### src/hdl/mc_pkg.sv
package mc_pkg;

  typedef logic [31:0] word_t;

  localparam int MEM_WORDS = 1024;

  typedef enum logic [6:0] {
    OPC_LOAD   = 7'b0000011,
    OPC_STORE  = 7'b0100011,
    OPC_OP_IMM = 7'b0010011,
    OPC_OP     = 7'b0110011,
    OPC_BRANCH = 7'b1100011,
    OPC_JAL    = 7'b1101111,
    OPC_LUI    = 7'b0110111,
    OPC_SYSTEM = 7'b1110011
  } opcode_t;

  typedef enum logic [3:0] {
    ALU_ADD,
    ALU_SUB,
    ALU_AND,
    ALU_OR,
    ALU_XOR,
    ALU_SLT,
    ALU_PASS_B
  } alu_op_t;

  typedef enum logic [3:0] {
    S_IDLE,
    S_FETCH,
    S_FETCH_WAIT,
    S_DECODE,
    S_EXEC_R,
    S_EXEC_I,
    S_MEM_ADDR,
    S_MEM_RD,
    S_MEM_RD_WAIT,
    S_MEM_WB,
    S_MEM_WR,
    S_ALU_WB,
    S_BRANCH,
    S_JUMP,
    S_HALT
  } fsm_state_t;

  typedef enum logic [1:0] {
    SRC_A_PC,
    SRC_A_OLD_PC,
    SRC_A_RS1,
    SRC_A_ZERO
  } alu_src_a_t;

  typedef enum logic [1:0] {
    SRC_B_RS2,
    SRC_B_IMM,
    SRC_B_FOUR
  } alu_src_b_t;

  typedef enum logic [1:0] {
    RES_ALU_OUT,
    RES_DATA,
    RES_ALU_RESULT
  } result_src_t;

  typedef enum logic {
    ADR_PC,
    ADR_RESULT
  } adr_src_t;

  typedef struct packed {
    logic [6:0] funct7;
    logic [4:0] rs2;
    logic [4:0] rs1;
    logic [2:0] funct3;
    logic [4:0] rd;
    opcode_t    opcode;
  } r_fmt_t;

  typedef struct packed {
    logic [11:0] imm;
    logic [4:0]  rs1;
    logic [2:0]  funct3;
    logic [4:0]  rd;
    opcode_t     opcode;
  } i_fmt_t;

  typedef struct packed {
    logic [6:0] imm_11_5;
    logic [4:0] rs2;
    logic [4:0] rs1;
    logic [2:0] funct3;
    logic [4:0] imm_4_0;
    opcode_t    opcode;
  } s_fmt_t;

  typedef struct packed {
    logic       imm_12;
    logic [5:0] imm_10_5;
    logic [4:0] rs2;
    logic [4:0] rs1;
    logic [2:0] funct3;
    logic [3:0] imm_4_1;
    logic       imm_11;
    opcode_t    opcode;
  } b_fmt_t;

  typedef struct packed {
    logic [19:0] imm_31_12;
    logic [4:0]  rd;
    opcode_t     opcode;
  } u_fmt_t;

  typedef struct packed {
    logic       imm_20;
    logic [9:0] imm_10_1;
    logic       imm_11;
    logic [7:0] imm_19_12;
    logic [4:0] rd;
    opcode_t    opcode;
  } j_fmt_t;

  // Same 32 bits, viewed per instruction format.
  typedef union packed {
    r_fmt_t r_fmt;
    i_fmt_t i_fmt;
    s_fmt_t s_fmt;
    b_fmt_t b_fmt;
    u_fmt_t u_fmt;
    j_fmt_t j_fmt;
  } instr_u;

endpackage

### src/hdl/mem_if.sv
`timescale 1ns/1ps

interface mem_if;
  import mc_pkg::*;

  logic  req;
  logic  we;
  word_t addr;
  word_t wdata;
  word_t rdata;
  logic  gnt;

  // Control side of the core.
  modport requester_ctrl (
    output req,
    output we,
    input  gnt
  );

  // Address and data side of the core.
  modport requester_data (
    output addr,
    output wdata,
    input  rdata
  );

  modport arbiter (
    input  req,
    input  we,
    input  addr,
    input  wdata,
    output gnt,
    output rdata
  );

endinterface

### src/hdl/mem_arbiter.sv
`timescale 1ns/1ps

module mem_arbiter (
  input  logic                                  clk,
  input  logic                                  arst_n,
  mem_if.arbiter                                core,
  input  logic                                  host_req,
  input  logic                                  host_we,
  input  mc_pkg::word_t                         host_addr,
  input  mc_pkg::word_t                         host_wdata,
  output logic                                  host_gnt,
  output mc_pkg::word_t                         host_rdata,
  output logic                                  mem_en,
  output logic                                  mem_we,
  output logic [$clog2(mc_pkg::MEM_WORDS)-1:0]  mem_addr,
  output mc_pkg::word_t                         mem_wdata,
  input  mc_pkg::word_t                         mem_rdata
);
  import mc_pkg::*;

  logic host_owner_q;

  // Host always wins.
  assign host_gnt = host_req;
  assign core.gnt = core.req && !host_req;

  // Both sides use byte addresses.
  assign mem_en    = host_req || core.req;
  assign mem_we    = host_req ? host_we : core.we;
  assign mem_addr  = host_req ? host_addr[$clog2(MEM_WORDS)+1:2]
                              : core.addr[$clog2(MEM_WORDS)+1:2];
  assign mem_wdata = host_req ? host_wdata : core.wdata;

  always_ff @(posedge clk or negedge arst_n) begin
    if (!arst_n) begin
      host_owner_q <= 1'b0;
    end else begin
      host_owner_q <= host_req;
    end
  end

  assign host_rdata = host_owner_q ? mem_rdata : '0;
  assign core.rdata = host_owner_q ? '0 : mem_rdata;

  assert property (@(posedge clk) disable iff (!arst_n) !(host_gnt && core.gnt));

endmodule

### src/flat_wrapper.sv
// flat-port wrapper written by rule: the top's interface ports become plain ports
module mem_arbiter_flat import mc_pkg::*;
  (clk, arst_n, host_req, host_we, host_addr, host_wdata, host_gnt, host_rdata, mem_en, mem_we, mem_addr, mem_wdata, mem_rdata, core_req, core_we, core_addr, core_wdata, core_gnt, core_rdata);
  mem_if core_i ();
  input  logic clk;
  input  logic arst_n;
  input  logic host_req;
  input  logic host_we;
  input  mc_pkg::word_t host_addr;
  input  mc_pkg::word_t host_wdata;
  output logic host_gnt;
  output mc_pkg::word_t host_rdata;
  output logic mem_en;
  output logic mem_we;
  output logic [$clog2(mc_pkg::MEM_WORDS)-1:0] mem_addr;
  output mc_pkg::word_t mem_wdata;
  input  mc_pkg::word_t mem_rdata;
  input wire logic [$bits(core_i.req)-1:0] core_req;
  input wire logic [$bits(core_i.we)-1:0] core_we;
  input wire logic [$bits(core_i.addr)-1:0] core_addr;
  input wire logic [$bits(core_i.wdata)-1:0] core_wdata;
  output wire logic [$bits(core_i.gnt)-1:0] core_gnt;
  output wire logic [$bits(core_i.rdata)-1:0] core_rdata;
  assign core_i.req = core_req;
  assign core_i.we = core_we;
  assign core_i.addr = core_addr;
  assign core_i.wdata = core_wdata;
  assign core_gnt = core_i.gnt;
  assign core_rdata = core_i.rdata;
  mem_arbiter u_core (.clk(clk), .arst_n(arst_n), .core(core_i), .host_req(host_req), .host_we(host_we), .host_addr(host_addr), .host_wdata(host_wdata), .host_gnt(host_gnt), .host_rdata(host_rdata), .mem_en(mem_en), .mem_we(mem_we), .mem_addr(mem_addr), .mem_wdata(mem_wdata), .mem_rdata(mem_rdata));
endmodule
### config.mk
export PLATFORM = sky130hd
export DESIGN_NAME = mem_arbiter_flat
export DESIGN_NICKNAME = d
export VERILOG_FILES = /design/src/hdl/mc_pkg.sv /design/src/hdl/mem_if.sv /design/src/hdl/mem_arbiter.sv /design/src/flat_wrapper.sv
export SDC_FILE = /design/constraint.sdc
export NUM_CORES = 1
export LEC_CHECK = 0
export BUFFER_PORTS_ARGS = -buffer_cell sky130_fd_sc_hd__buf_2
export CORE_AREA = 2 2 106 108
export DETAILED_ROUTE_END_ITERATION = 8
export DIE_AREA = 0 0 108 110
export SYNTH_ARGS = -nofsm -noshare
export SYNTH_HDL_FRONTEND = slang
export SYNTH_SLANG_ARGS = --single-unit
### constraint.sdc
create_clock -name clk -period 1.28 [get_ports clk]
set_input_delay 0.256 -clock clk [delete_from_list [all_inputs] [get_ports clk]]
set_output_delay 0.256 -clock clk [all_outputs]
set_load 0.03 [all_outputs]
==> results.md <==
- Final net count: roughly 520
- Sw Ratio: 0.5367
- CP required: a little over 1 ns
- CP max-delay cell: mux2_4
- Initial antenna violation count: 0
- RSZ-0062 raised after global routing: true
- Worst hold slack: just over 0.03 ns
- Synth area leaders: mux2_4 (48%), nor2b_1 (17%), and2_1 (17%)
- Syn Inst Count: roughly 120
- Post-layout min period: 1.264 ns
- Vias in the first global route: around 1400
- Detailed Place HPWL: 4206 um
- Total grt overflow: 0
- Non-Filler Instances: a little under 500
- Leading area contributor after synthesis: mux2_4
- Overall routing resource usage: 0.06050
- P_sw: 0.7121 mW
- Final hold vios: 0
- TritonRoute pass-1 iters: 2
- Multi-input gate area: just over 1000 sq um
- Final WL: approximately 5000 um
- FILL cells: 1164
- Largest net degree at the start of global routing: 65
- Final core utilization: 0.2501
- P_int: 0.6146 mW
- Worst setup EP type: output pin
- Syn nets: ~290
- PortBufs: approximately 230
- Avg Cell Area, Syn: 9.745 sq um
- Post-Synthesis Cell Area: about 1200 sq um
- Rel. slew slack: 0.8575
- Post-synth top area share: 0.4760
- Max-slew violation count: 0
- Class of the most critical setup path: in -> out
- Final setup fails: 0
- First-pass GRT wire length: 5975 um
- Area growth syn-to-layout: 123.2%
- Cell Chain, Critical Path: buf_12 > clkbuf_16 > mux2_4 > buf_4
- Max stage delay on crit path: roughly 0.29 ns
- Initial DRC Count: 38
- Hold Crit Class: in -> async
- Sequential share of power: 0.026
- Leakage: 1.582 nW
- Die height: approximately 110 um
- Slew at the pin with the worst max-slew slack: 0.2138 ns
- Routed vias: ~1700
- Combinational power share: 0.974
- Type of origin of the critical path: primary input
- Clock network power share: 0
- Routed vias/inst: 3.497
- GP Congestion: approximately 0.69
- Crit Path Max Fanout: 7
- Io pins: 276
- Largest register FFs: 1
- Pwr Density: 496.0 nW/um^2
- Placed cells: a little under 500
- FF+latch count, synth: 1
- Antenna cells: 0
- Commonest cells after routing, fill and taps aside: buf_2 (204), mux2_4 (38), nor2b_1 (33)
- Final ANT Viol Nets: 0
- Largest regs: u_core.host_owner_q x1
- Layout cells sized above 1: 0.8109
- DRC viols: 0
- FP Rows: 38
- Period Utilization, post-route: 0.9875
- Cell variety after synth: 10
- Max VDD drop: about 0.25 mV
- Critical Path AT: between 1 and 1.5 ns
- Status: finished clean
- Largest register by flop count: u_core.host_owner_q
- Die area: approximately 12000 sq um
- Routed len/inst: between 10 and 15 um
- Post-CTS Hold Fix Bufs: 0
- Fmax: 791.2 MHz
- Core area: between 10000 and 15000 sq um
- Initial Utilization: 0.1120
- Max cap viols: 0
- Die W: ~110 um
- Reg area: ~25 sq um
- Seq/Total Area, Yosys: 0.02088
- CTS clk-pin slew, worst paths: 0 ns
- Most common cell after layout, fill and taps aside: buf_2
- Yosys synthesis warning count: 0
layer usage:
metal	GRT usage	vias up	routed length (um)
met2	0.1339	117	2716
met4	0	0	0
li1	-	859	-
met5	0	-	0
met1	0.06655	734	1794
met3	0.001176	0	491
final timing paths:
kind	from	slack, ns	endpoint
max	host_req	0.02	mem_wdata[11]
min	arst_n	0.03	u_core.host_owner_q$_DFF_PN0_
max in group asynchronous	arst_n	1.17	u_core.host_owner_q$_DFF_PN0_
min in group clk	host_req	0.57	u_core.host_owner_q$_DFF_PN0_
cell families (layout without fill, tap and decap cells):
family,count (synthesis),in the layout,share of synthesized area
buf+inv,13,239,0.1117
flops,1,1,0.02087
mux,43,43,0.5230
simple gates,66,66,0.3445
power by group through the flow:
stage | sequential [mW] | combinational [mW] | clock [mW]
finish | 0.0351 | 1.29 | 0
global route | 0.0352 | 1.36 | 0
CTS | 0.0351 | 1.28 | 0
detailed placement | 0.0351 | 1.19 | 0
global placement | 0.0351 | 1.18 | 0
floorplan | 0.0340 | 0.805 | 0
timing repair:
item / in CTS / in global routing
gates cloned: 1 / 1
resized for setup: 47 / 4
buffers inserted: 0 / 0
endpoints found under the setup margin: 43 / 36
synth_stat cells:
cell type and n:
dfrtp_1 1, buf_12 4, and2_1 32, buf_4 1, buf_2 7, mux2_4 38
mux2_2 5, nor2b_1 33, or2_2 1, buf_6 1
metrics by stage:
step                      setup TNS [ns]  power, mW  area [sq um]  worst slack (ns)
after CTS                       -0.04689      1.320          2633         -0.009565
final                                  0      1.327          2675           0.01602
after global routing           -0.002656      1.398          2675         -0.001891
after floorplan                   -2.068     0.8392          1199          -0.07513
after global placement            -3.804      1.215          2466           -0.1158
after detailed placement          -4.426      1.229          2466           -0.1318
worst max-delay path: cells and delay by family:
| family | cells | cell delay [ns] |
|---|---|---|
| buffers and inverters | 3 | 0.46 |
| muxes | 1 | 0.29 |
final cells by class:
cell class,instances,share of cell area
repair buffers,239,0.5365
well taps,140,0.06548
flip-flops and latches,1,0.009355
multi-input cells,109,0.3887
No activity file was read; power rests on OpenSTA's default activity.
