--- config.mk ---
export PLATFORM = sky130hd
export DESIGN_NAME = control_fsm_flat
export DESIGN_NICKNAME = d
export VERILOG_FILES = /design/src/hdl/mc_pkg.sv /design/src/hdl/mem_if.sv /design/src/hdl/control_fsm.sv /design/src/flat_wrapper.sv
export SDC_FILE = /design/constraint.sdc
export NUM_CORES = 1
export LEC_CHECK = 0
export ABC_AREA = 1
export BUFFER_PORTS_ARGS = -buffer_cell sky130_fd_sc_hd__buf_2
export CAP_MARGIN = 20
export CORE_MARGIN = 4
export CORE_UTILIZATION = 35
export CTS_BUF_LIST = sky130_fd_sc_hd__clkbuf_16
export CTS_CLUSTER_DIAMETER = 50
export DETAILED_ROUTE_END_ITERATION = 10
export PLACE_DENSITY = 0.81
export SLEW_MARGIN = 20
export SYNTH_ARGS = -nofsm -noshare
export SYNTH_HDL_FRONTEND = slang
export SYNTH_SLANG_ARGS = --single-unit
--- constraint.sdc ---
create_clock -name clk -period 1.3 [get_ports clk]
set_clock_uncertainty 0.15 [all_clocks]
set_input_delay 0.13 -clock clk [delete_from_list [all_inputs] [get_ports clk]]
set_output_delay 0.13 -clock clk [all_outputs]
set_load 0.01 [all_outputs]
--- src/hdl/mc_pkg.sv ---
package mc_pkg;

  typedef logic [31:0] word_t;

  localparam int MEM_WORDS = 1024;

  typedef enum logic [6:0] {
    OPC_LOAD   = 7'b0000011,
    OPC_STORE  = 7'b0100011,
    OPC_OP_IMM = 7'b0010011,
    OPC_OP     = 7'b0110011,
    OPC_BRANCH = 7'b1100011,
    OPC_JAL    = 7'b1101111,
    OPC_LUI    = 7'b0110111,
    OPC_SYSTEM = 7'b1110011
  } opcode_t;

  typedef enum logic [3:0] {
    ALU_ADD,
    ALU_SUB,
    ALU_AND,
    ALU_OR,
    ALU_XOR,
    ALU_SLT,
    ALU_PASS_B
  } alu_op_t;

  typedef enum logic [3:0] {
    S_IDLE,
    S_FETCH,
    S_FETCH_WAIT,
    S_DECODE,
    S_EXEC_R,
    S_EXEC_I,
    S_MEM_ADDR,
    S_MEM_RD,
    S_MEM_RD_WAIT,
    S_MEM_WB,
    S_MEM_WR,
    S_ALU_WB,
    S_BRANCH,
    S_JUMP,
    S_HALT
  } fsm_state_t;

  typedef enum logic [1:0] {
    SRC_A_PC,
    SRC_A_OLD_PC,
    SRC_A_RS1,
    SRC_A_ZERO
  } alu_src_a_t;

  typedef enum logic [1:0] {
    SRC_B_RS2,
    SRC_B_IMM,
    SRC_B_FOUR
  } alu_src_b_t;

  typedef enum logic [1:0] {
    RES_ALU_OUT,
    RES_DATA,
    RES_ALU_RESULT
  } result_src_t;

  typedef enum logic {
    ADR_PC,
    ADR_RESULT
  } adr_src_t;

  typedef struct packed {
    logic [6:0] funct7;
    logic [4:0] rs2;
    logic [4:0] rs1;
    logic [2:0] funct3;
    logic [4:0] rd;
    opcode_t    opcode;
  } r_fmt_t;

  typedef struct packed {
    logic [11:0] imm;
    logic [4:0]  rs1;
    logic [2:0]  funct3;
    logic [4:0]  rd;
    opcode_t     opcode;
  } i_fmt_t;

  typedef struct packed {
    logic [6:0] imm_11_5;
    logic [4:0] rs2;
    logic [4:0] rs1;
    logic [2:0] funct3;
    logic [4:0] imm_4_0;
    opcode_t    opcode;
  } s_fmt_t;

  typedef struct packed {
    logic       imm_12;
    logic [5:0] imm_10_5;
    logic [4:0] rs2;
    logic [4:0] rs1;
    logic [2:0] funct3;
    logic [3:0] imm_4_1;
    logic       imm_11;
    opcode_t    opcode;
  } b_fmt_t;

  typedef struct packed {
    logic [19:0] imm_31_12;
    logic [4:0]  rd;
    opcode_t     opcode;
  } u_fmt_t;

  typedef struct packed {
    logic       imm_20;
    logic [9:0] imm_10_1;
    logic       imm_11;
    logic [7:0] imm_19_12;
    logic [4:0] rd;
    opcode_t    opcode;
  } j_fmt_t;

  // Same 32 bits, viewed per instruction format.
  typedef union packed {
    r_fmt_t r_fmt;
    i_fmt_t i_fmt;
    s_fmt_t s_fmt;
    b_fmt_t b_fmt;
    u_fmt_t u_fmt;
    j_fmt_t j_fmt;
  } instr_u;

endpackage

--- src/hdl/mem_if.sv ---
`timescale 1ns/1ps

interface mem_if;
  import mc_pkg::*;

  logic  req;
  logic  we;
  word_t addr;
  word_t wdata;
  word_t rdata;
  logic  gnt;

  // Control side of the core.
  modport requester_ctrl (
    output req,
    output we,
    input  gnt
  );

  // Address and data side of the core.
  modport requester_data (
    output addr,
    output wdata,
    input  rdata
  );

  modport arbiter (
    input  req,
    input  we,
    input  addr,
    input  wdata,
    output gnt,
    output rdata
  );

endinterface

--- src/hdl/control_fsm.sv ---
`timescale 1ns/1ps

module control_fsm (
  input  logic                clk,
  input  logic                arst_n,
  input  logic                run,
  input  mc_pkg::instr_u      instr,
  input  logic                zero,
  mem_if.requester_ctrl       mem,
  output logic                pc_write,
  output logic                ir_write,
  output logic                reg_write,
  output logic                branch,
  output mc_pkg::adr_src_t    adr_src,
  output mc_pkg::alu_src_a_t  alu_src_a,
  output mc_pkg::alu_src_b_t  alu_src_b,
  output mc_pkg::result_src_t result_src,
  output mc_pkg::alu_op_t     alu_op,
  output logic                halted
);
  import mc_pkg::*;

  fsm_state_t state;
  fsm_state_t next;

  // ALU operation from funct3 and the funct7 bit of R-type.
  function automatic alu_op_t funct_op(input instr_u ins, input logic is_r);
    alu_op_t op;
    case (ins.r_fmt.funct3)
      3'b000:  op = (is_r && ins.r_fmt.funct7[5]) ? ALU_SUB : ALU_ADD;
      3'b010:  op = ALU_SLT;
      3'b100:  op = ALU_XOR;
      3'b110:  op = ALU_OR;
      3'b111:  op = ALU_AND;
      default: op = ALU_ADD;
    endcase
    return op;
  endfunction

  always_ff @(posedge clk or negedge arst_n) begin
    if (!arst_n) begin
      state <= S_IDLE;
    end else begin
      state <= next;
    end
  end

  always_comb begin
    next = state;
    case (state)
      S_IDLE:       if (run) next = S_FETCH;
      S_FETCH:      if (mem.gnt) next = S_FETCH_WAIT;
      S_FETCH_WAIT: next = S_DECODE;
      S_DECODE: begin
        case (instr.r_fmt.opcode)
          OPC_OP:     next = S_EXEC_R;
          OPC_OP_IMM: next = S_EXEC_I;
          OPC_LUI:    next = S_ALU_WB;
          OPC_BRANCH: next = S_BRANCH;
          OPC_JAL:    next = S_JUMP;
          OPC_LOAD:   next = S_MEM_RD;
          OPC_STORE:  next = S_MEM_WR;
          OPC_SYSTEM: next = S_HALT;
          default:    next = S_FETCH;
        endcase
      end
      S_MEM_RD:     if (mem.gnt) next = S_MEM_WB;
      S_MEM_WR:     if (mem.gnt) next = S_FETCH;
      S_EXEC_R, S_EXEC_I, S_ALU_WB, S_BRANCH, S_JUMP, S_MEM_WB: next = S_FETCH;
      S_HALT:       next = S_HALT;
      default:      next = S_IDLE;
    endcase
  end

  always_comb begin
    mem.req    = 1'b0;
    mem.we     = 1'b0;
    pc_write   = 1'b0;
    ir_write   = 1'b0;
    reg_write  = 1'b0;
    branch     = 1'b0;
    adr_src    = ADR_PC;
    alu_src_a  = SRC_A_PC;
    alu_src_b  = SRC_B_FOUR;
    result_src = RES_ALU_RESULT;
    alu_op     = ALU_ADD;
    case (state)
      S_FETCH: mem.req = 1'b1;
      S_FETCH_WAIT: begin
        ir_write = 1'b1;
        pc_write = 1'b1;
      end
      // Target from old PC for branch and jal.
      S_DECODE: begin
        alu_src_a = SRC_A_OLD_PC;
        alu_src_b = SRC_B_IMM;
        pc_write  = (instr.r_fmt.opcode == OPC_JAL);
      end
      S_EXEC_R: begin
        alu_src_a = SRC_A_RS1;
        alu_src_b = SRC_B_RS2;
        alu_op    = funct_op(instr, 1'b1);
        reg_write = 1'b1;
      end
      S_EXEC_I: begin
        alu_src_a = SRC_A_RS1;
        alu_src_b = SRC_B_IMM;
        alu_op    = funct_op(instr, 1'b0);
        reg_write = 1'b1;
      end
      S_ALU_WB: begin
        alu_src_a = SRC_A_ZERO;
        alu_src_b = SRC_B_IMM;
        alu_op    = ALU_PASS_B;
        reg_write = 1'b1;
      end
      // beq on zero, bne on nonzero.
      S_BRANCH: begin
        alu_src_a  = SRC_A_RS1;
        alu_src_b  = SRC_B_RS2;
        alu_op     = ALU_SUB;
        result_src = RES_ALU_OUT;
        branch     = zero ^ instr.b_fmt.funct3[0];
      end
      S_JUMP: begin
        alu_src_a = SRC_A_OLD_PC;
        reg_write = 1'b1;
      end
      S_MEM_RD, S_MEM_WR: begin
        alu_src_a = SRC_A_RS1;
        alu_src_b = SRC_B_IMM;
        adr_src   = ADR_RESULT;
        mem.req   = 1'b1;
        mem.we    = (state == S_MEM_WR);
      end
      S_MEM_WB: begin
        result_src = RES_DATA;
        reg_write  = 1'b1;
      end
      default: ;
    endcase
  end

  assign halted = (state == S_HALT);

  assert property (@(posedge clk) disable iff (!arst_n)
    !$isunknown(state) && state inside {[S_IDLE:S_HALT]});

  // No writeback while a memory request still waits for the arbiter.
  assert property (@(posedge clk) disable iff (!arst_n)
    (mem.req && !mem.gnt) |-> !reg_write);

endmodule

--- src/flat_wrapper.sv ---
// flat-port wrapper written by rule: the top's interface ports become plain ports
module control_fsm_flat import mc_pkg::*;
  (clk, arst_n, run, instr, zero, pc_write, ir_write, reg_write, branch, adr_src, alu_src_a, alu_src_b, result_src, alu_op, halted, mem_req, mem_we, mem_gnt);
  mem_if mem_i ();
  input  logic clk;
  input  logic arst_n;
  input  logic run;
  input  mc_pkg::instr_u instr;
  input  logic zero;
  output logic pc_write;
  output logic ir_write;
  output logic reg_write;
  output logic branch;
  output mc_pkg::adr_src_t adr_src;
  output mc_pkg::alu_src_a_t alu_src_a;
  output mc_pkg::alu_src_b_t alu_src_b;
  output mc_pkg::result_src_t result_src;
  output mc_pkg::alu_op_t alu_op;
  output logic halted;
  output wire logic [$bits(mem_i.req)-1:0] mem_req;
  output wire logic [$bits(mem_i.we)-1:0] mem_we;
  input wire logic [$bits(mem_i.gnt)-1:0] mem_gnt;
  assign mem_req = mem_i.req;
  assign mem_we = mem_i.we;
  assign mem_i.gnt = mem_gnt;
  control_fsm u_core (.clk(clk), .arst_n(arst_n), .run(run), .instr(instr), .zero(zero), .mem(mem_i), .pc_write(pc_write), .ir_write(ir_write), .reg_write(reg_write), .branch(branch), .adr_src(adr_src), .alu_src_a(alu_src_a), .alu_src_b(alu_src_b), .result_src(result_src), .alu_op(alu_op), .halted(halted));
endmodule
==> results.yml <==
die:
  num_io_pins: 55
  initial_core_util_pct: 38.5
  die-width_um: 52.3
  dieArea_um2: 2730
  row_count: 15
  coreArea_um2: 1780
  die_y_um: 52.3
cts:
  root_buffer: "clkbuf_16"
  clk_pin_slew_ns: 0.03
  insertion_delay_ns: 0.23
  clock_path_buffers: 2
  cts_buffers: 3
  cts_max_level: 1
  cts_tree: "done"
  cts_sinks: 4
drt:
  wl_per_cell_um: 13.6
  drcViolationCount: 0
  vias: 1091
  vias_per_cell: 5.03
  ant_nets: 0
  drt_iter0_drc: 29
  wirelength_um: 2950
  drt_pass1_iterations: 4
logic_synthesis:
  syn_inst: 130
  synth_warnings: 0
  netlist_area_um2: 686
  synth_top_family_by_area: "simple AND/OR/NAND/NOR gates"
  muxShareOfSynthArea_pct: 0
  synth_nets: 167
  ys_types: 23
  yosys.area_share.simple_pct: 54.4
  synth_area_per_cell_um2: 5.27
  synthAdderAreaFrac_pct: 0
  synth_xor_area_share_pct: 1.28
  synth_seq_cells: 4
  synth_compound_area_share_pct: 16.1
  ys_seq_area_share_pct: 14.6
critical_path:
  arrival_ns: 1.46
  crit_fanout: 5
  reg2reg_depth: 10
  crit_path_top_delay_cell: "dfrtp_2"
  critical_path_class: "reg2out"
  worst-path-buf-inv: 1
  crit_chain: "nor3_4, nand2_2, o31ai_2, buf_2"
  slowest_delay_ns: 0.47
  crit_cells: 4
  worstSetupStartpointType: "flop"
  end_kind: "output pin"
  crit_family: "flip-flops"
  crit_required_ns: 1.02
global_route:
  antenna_found_initial: 0
  grt_usage_pct: 20.8
  grt_max_degree: 7
  grt_pass1_vias: 1035
  grt.overflow.total: 0
  grt_pass1_wl_um: 4150
outcome:
  status: "complete, but fails checks"
  failed_checks: "negative setup slack"
final_layout:
  diodes: 0
  regArea_um2: 105
  syn2layout_area_growth_pct: 93.8
  fill_cells: 125
  multiInputGateArea_um2: 592
  drive_above_1_share_pct: 54.7
  fin_nets: 231
  biggestRegsByFlops: "u_core.state x4"
  stdcell_area_um2: 1330
  largest_reg_flops: 4
  regMostFlops: "u_core.state"
timing:
  period_share_pct: 134
  slew_viol_final: 0
  finalSetupTns_ns: -7.54
  fmax_mhz: 574
  rsz0062_at_grt: "true"
  setup_violations: 21
  hold_slack_ns: 0.0217
  hold_viol_final: 0
  min_period_ns: 1.74
  fin_ws_ns: -0.441
placed_design:
  place.gp.congestion: 0.821
  dp_hpwl_um: 1740
  portBuffers: 32
  dpl_worst_slack_ns: -0.221
  postPlaceCellArea_um2: 1010
worst_hold_path:
  hold_path.class: "in2reg"
  hold_depth: 2
power_and_ir_drop:
  p_int_uw: 1160
  swShare_pct: 42.6
  vdd_drop_max_v: 0.00102
  p_comb_share_pct: 62.5
  p_per_area_nw_per_um2: 1520
  p_leak_uw: 0.000741
  clockPowerShare_pct: 24.5
  netSwitchingPower_uw: 863
  sequentialPowerShare_pct: 13.0
  finalPower_uw: 2030
job:
  max-cap-violations: 0
## final cells by class
cell class	instances	share of cell area, %
inverters	22	6.78
well taps	25	2.35
clock buffers	3	5.65
flip-flops and latches	4	7.91
multi-input cells	103	44.5
repair buffers	60	32.8
## what timing repair did
item,4_1_cts,5_1_grt
pin swaps,4,10
endpoints found under the setup margin,21,21
resized for setup,23,13
hold buffers,1,0
buffers inserted,8,5
endpoints found under the hold margin,4,0
## power by group through the flow
stage	registers [µW]	clock network, µW	logic, µW
after floorplan	213	0	555
after global placement	217	0	900
after detailed placement	220	0	926
after CTS	239	493	1100
after global routing	271	507	1360
final	263	496	1270
## kinds of logic after synthesis
kind of cell | after synthesis
simple gates | 84
flops | 4
compound gates | 17
xor+xnor | 1
other cells | 1
buf+inv | 23
## through the flow
step                util, %  cells
floorplan                 -    130
global placement       56.8    201
detailed placement     56.8    201
CTS                    69.7    212
global route           74.5    217
finish                 74.5    217
## metal layers
layer	wire (µm)	share of wire (%)	vias up	track usage [%]
met3	226	7.7	20	3.42
met2	1470	50	65	38.9
met4	176	6.0	0	17.0
met5	0	0	-	0
met1	1080	36	481	19.5
li1	-	-	525	-
## synthesized netlist by cell type, drive strengths merged
| library cell | number | area share, % |
|---|---|---|
| nor2 | 33 | 21 |
| nand2 | 42 | 24 |
| xnor2 | 1 | 1.3 |
| o211ai | 2 | 2.2 |
| inv | 22 | 12 |
| o21ai | 7 | 5.1 |
| o31ai | 3 | 3.3 |
| nor3 | 2 | 2.2 |
| o22ai | 1 | 0.91 |
| nand3 | 6 | 6.2 |
| dfrtp | 4 | 15 |
| conb | 1 | 0.55 |
| or2 | 1 | 0.91 |
| a21oi | 4 | 4.6 |
| buf | 1 | 1.1 |
## placed cells by master, fill, tap and decap left out, types with 3 or more instances in the layout
cell type,n
nand2_1,34
buf_2,27
buf_4,21
nor2_1,19
inv_1,13
buf_6,10
nor2_2,8
nor2_4,6
inv_2,6
nand2_2,5
nand3_1,5
o21ai_0,5
dfrtp_2,4
inv_4,3
nand2_4,3
clkbuf_16,3
## path summary, 6_finish.rpt
| path | to | startpoint | slack (ns) |
|---|---|---|---|
| worst max register to register | u_core.state[1]$_DFFE_PN0P_ | u_core.state[1]$_DFFE_PN0P_ | -0.34 |
| max in group asynchronous | u_core.state[0]$_DFFE_PN0P_ | arst_n | 0.77 |
| worst max-delay path | alu_op[2] | u_core.state[1]$_DFFE_PN0P_ | -0.44 |
| worst min-delay path | u_core.state[2]$_DFFE_PN0P_ | mem_gnt | 0.02 |
| min in group asynchronous | u_core.state[3]$_DFFE_PN0P_ | arst_n | 0.09 |
| worst min register to register | u_core.state[1]$_DFFE_PN0P_ | u_core.state[1]$_DFFE_PN0P_ | 0.74 |
Power figures use the tool's default switching activity.
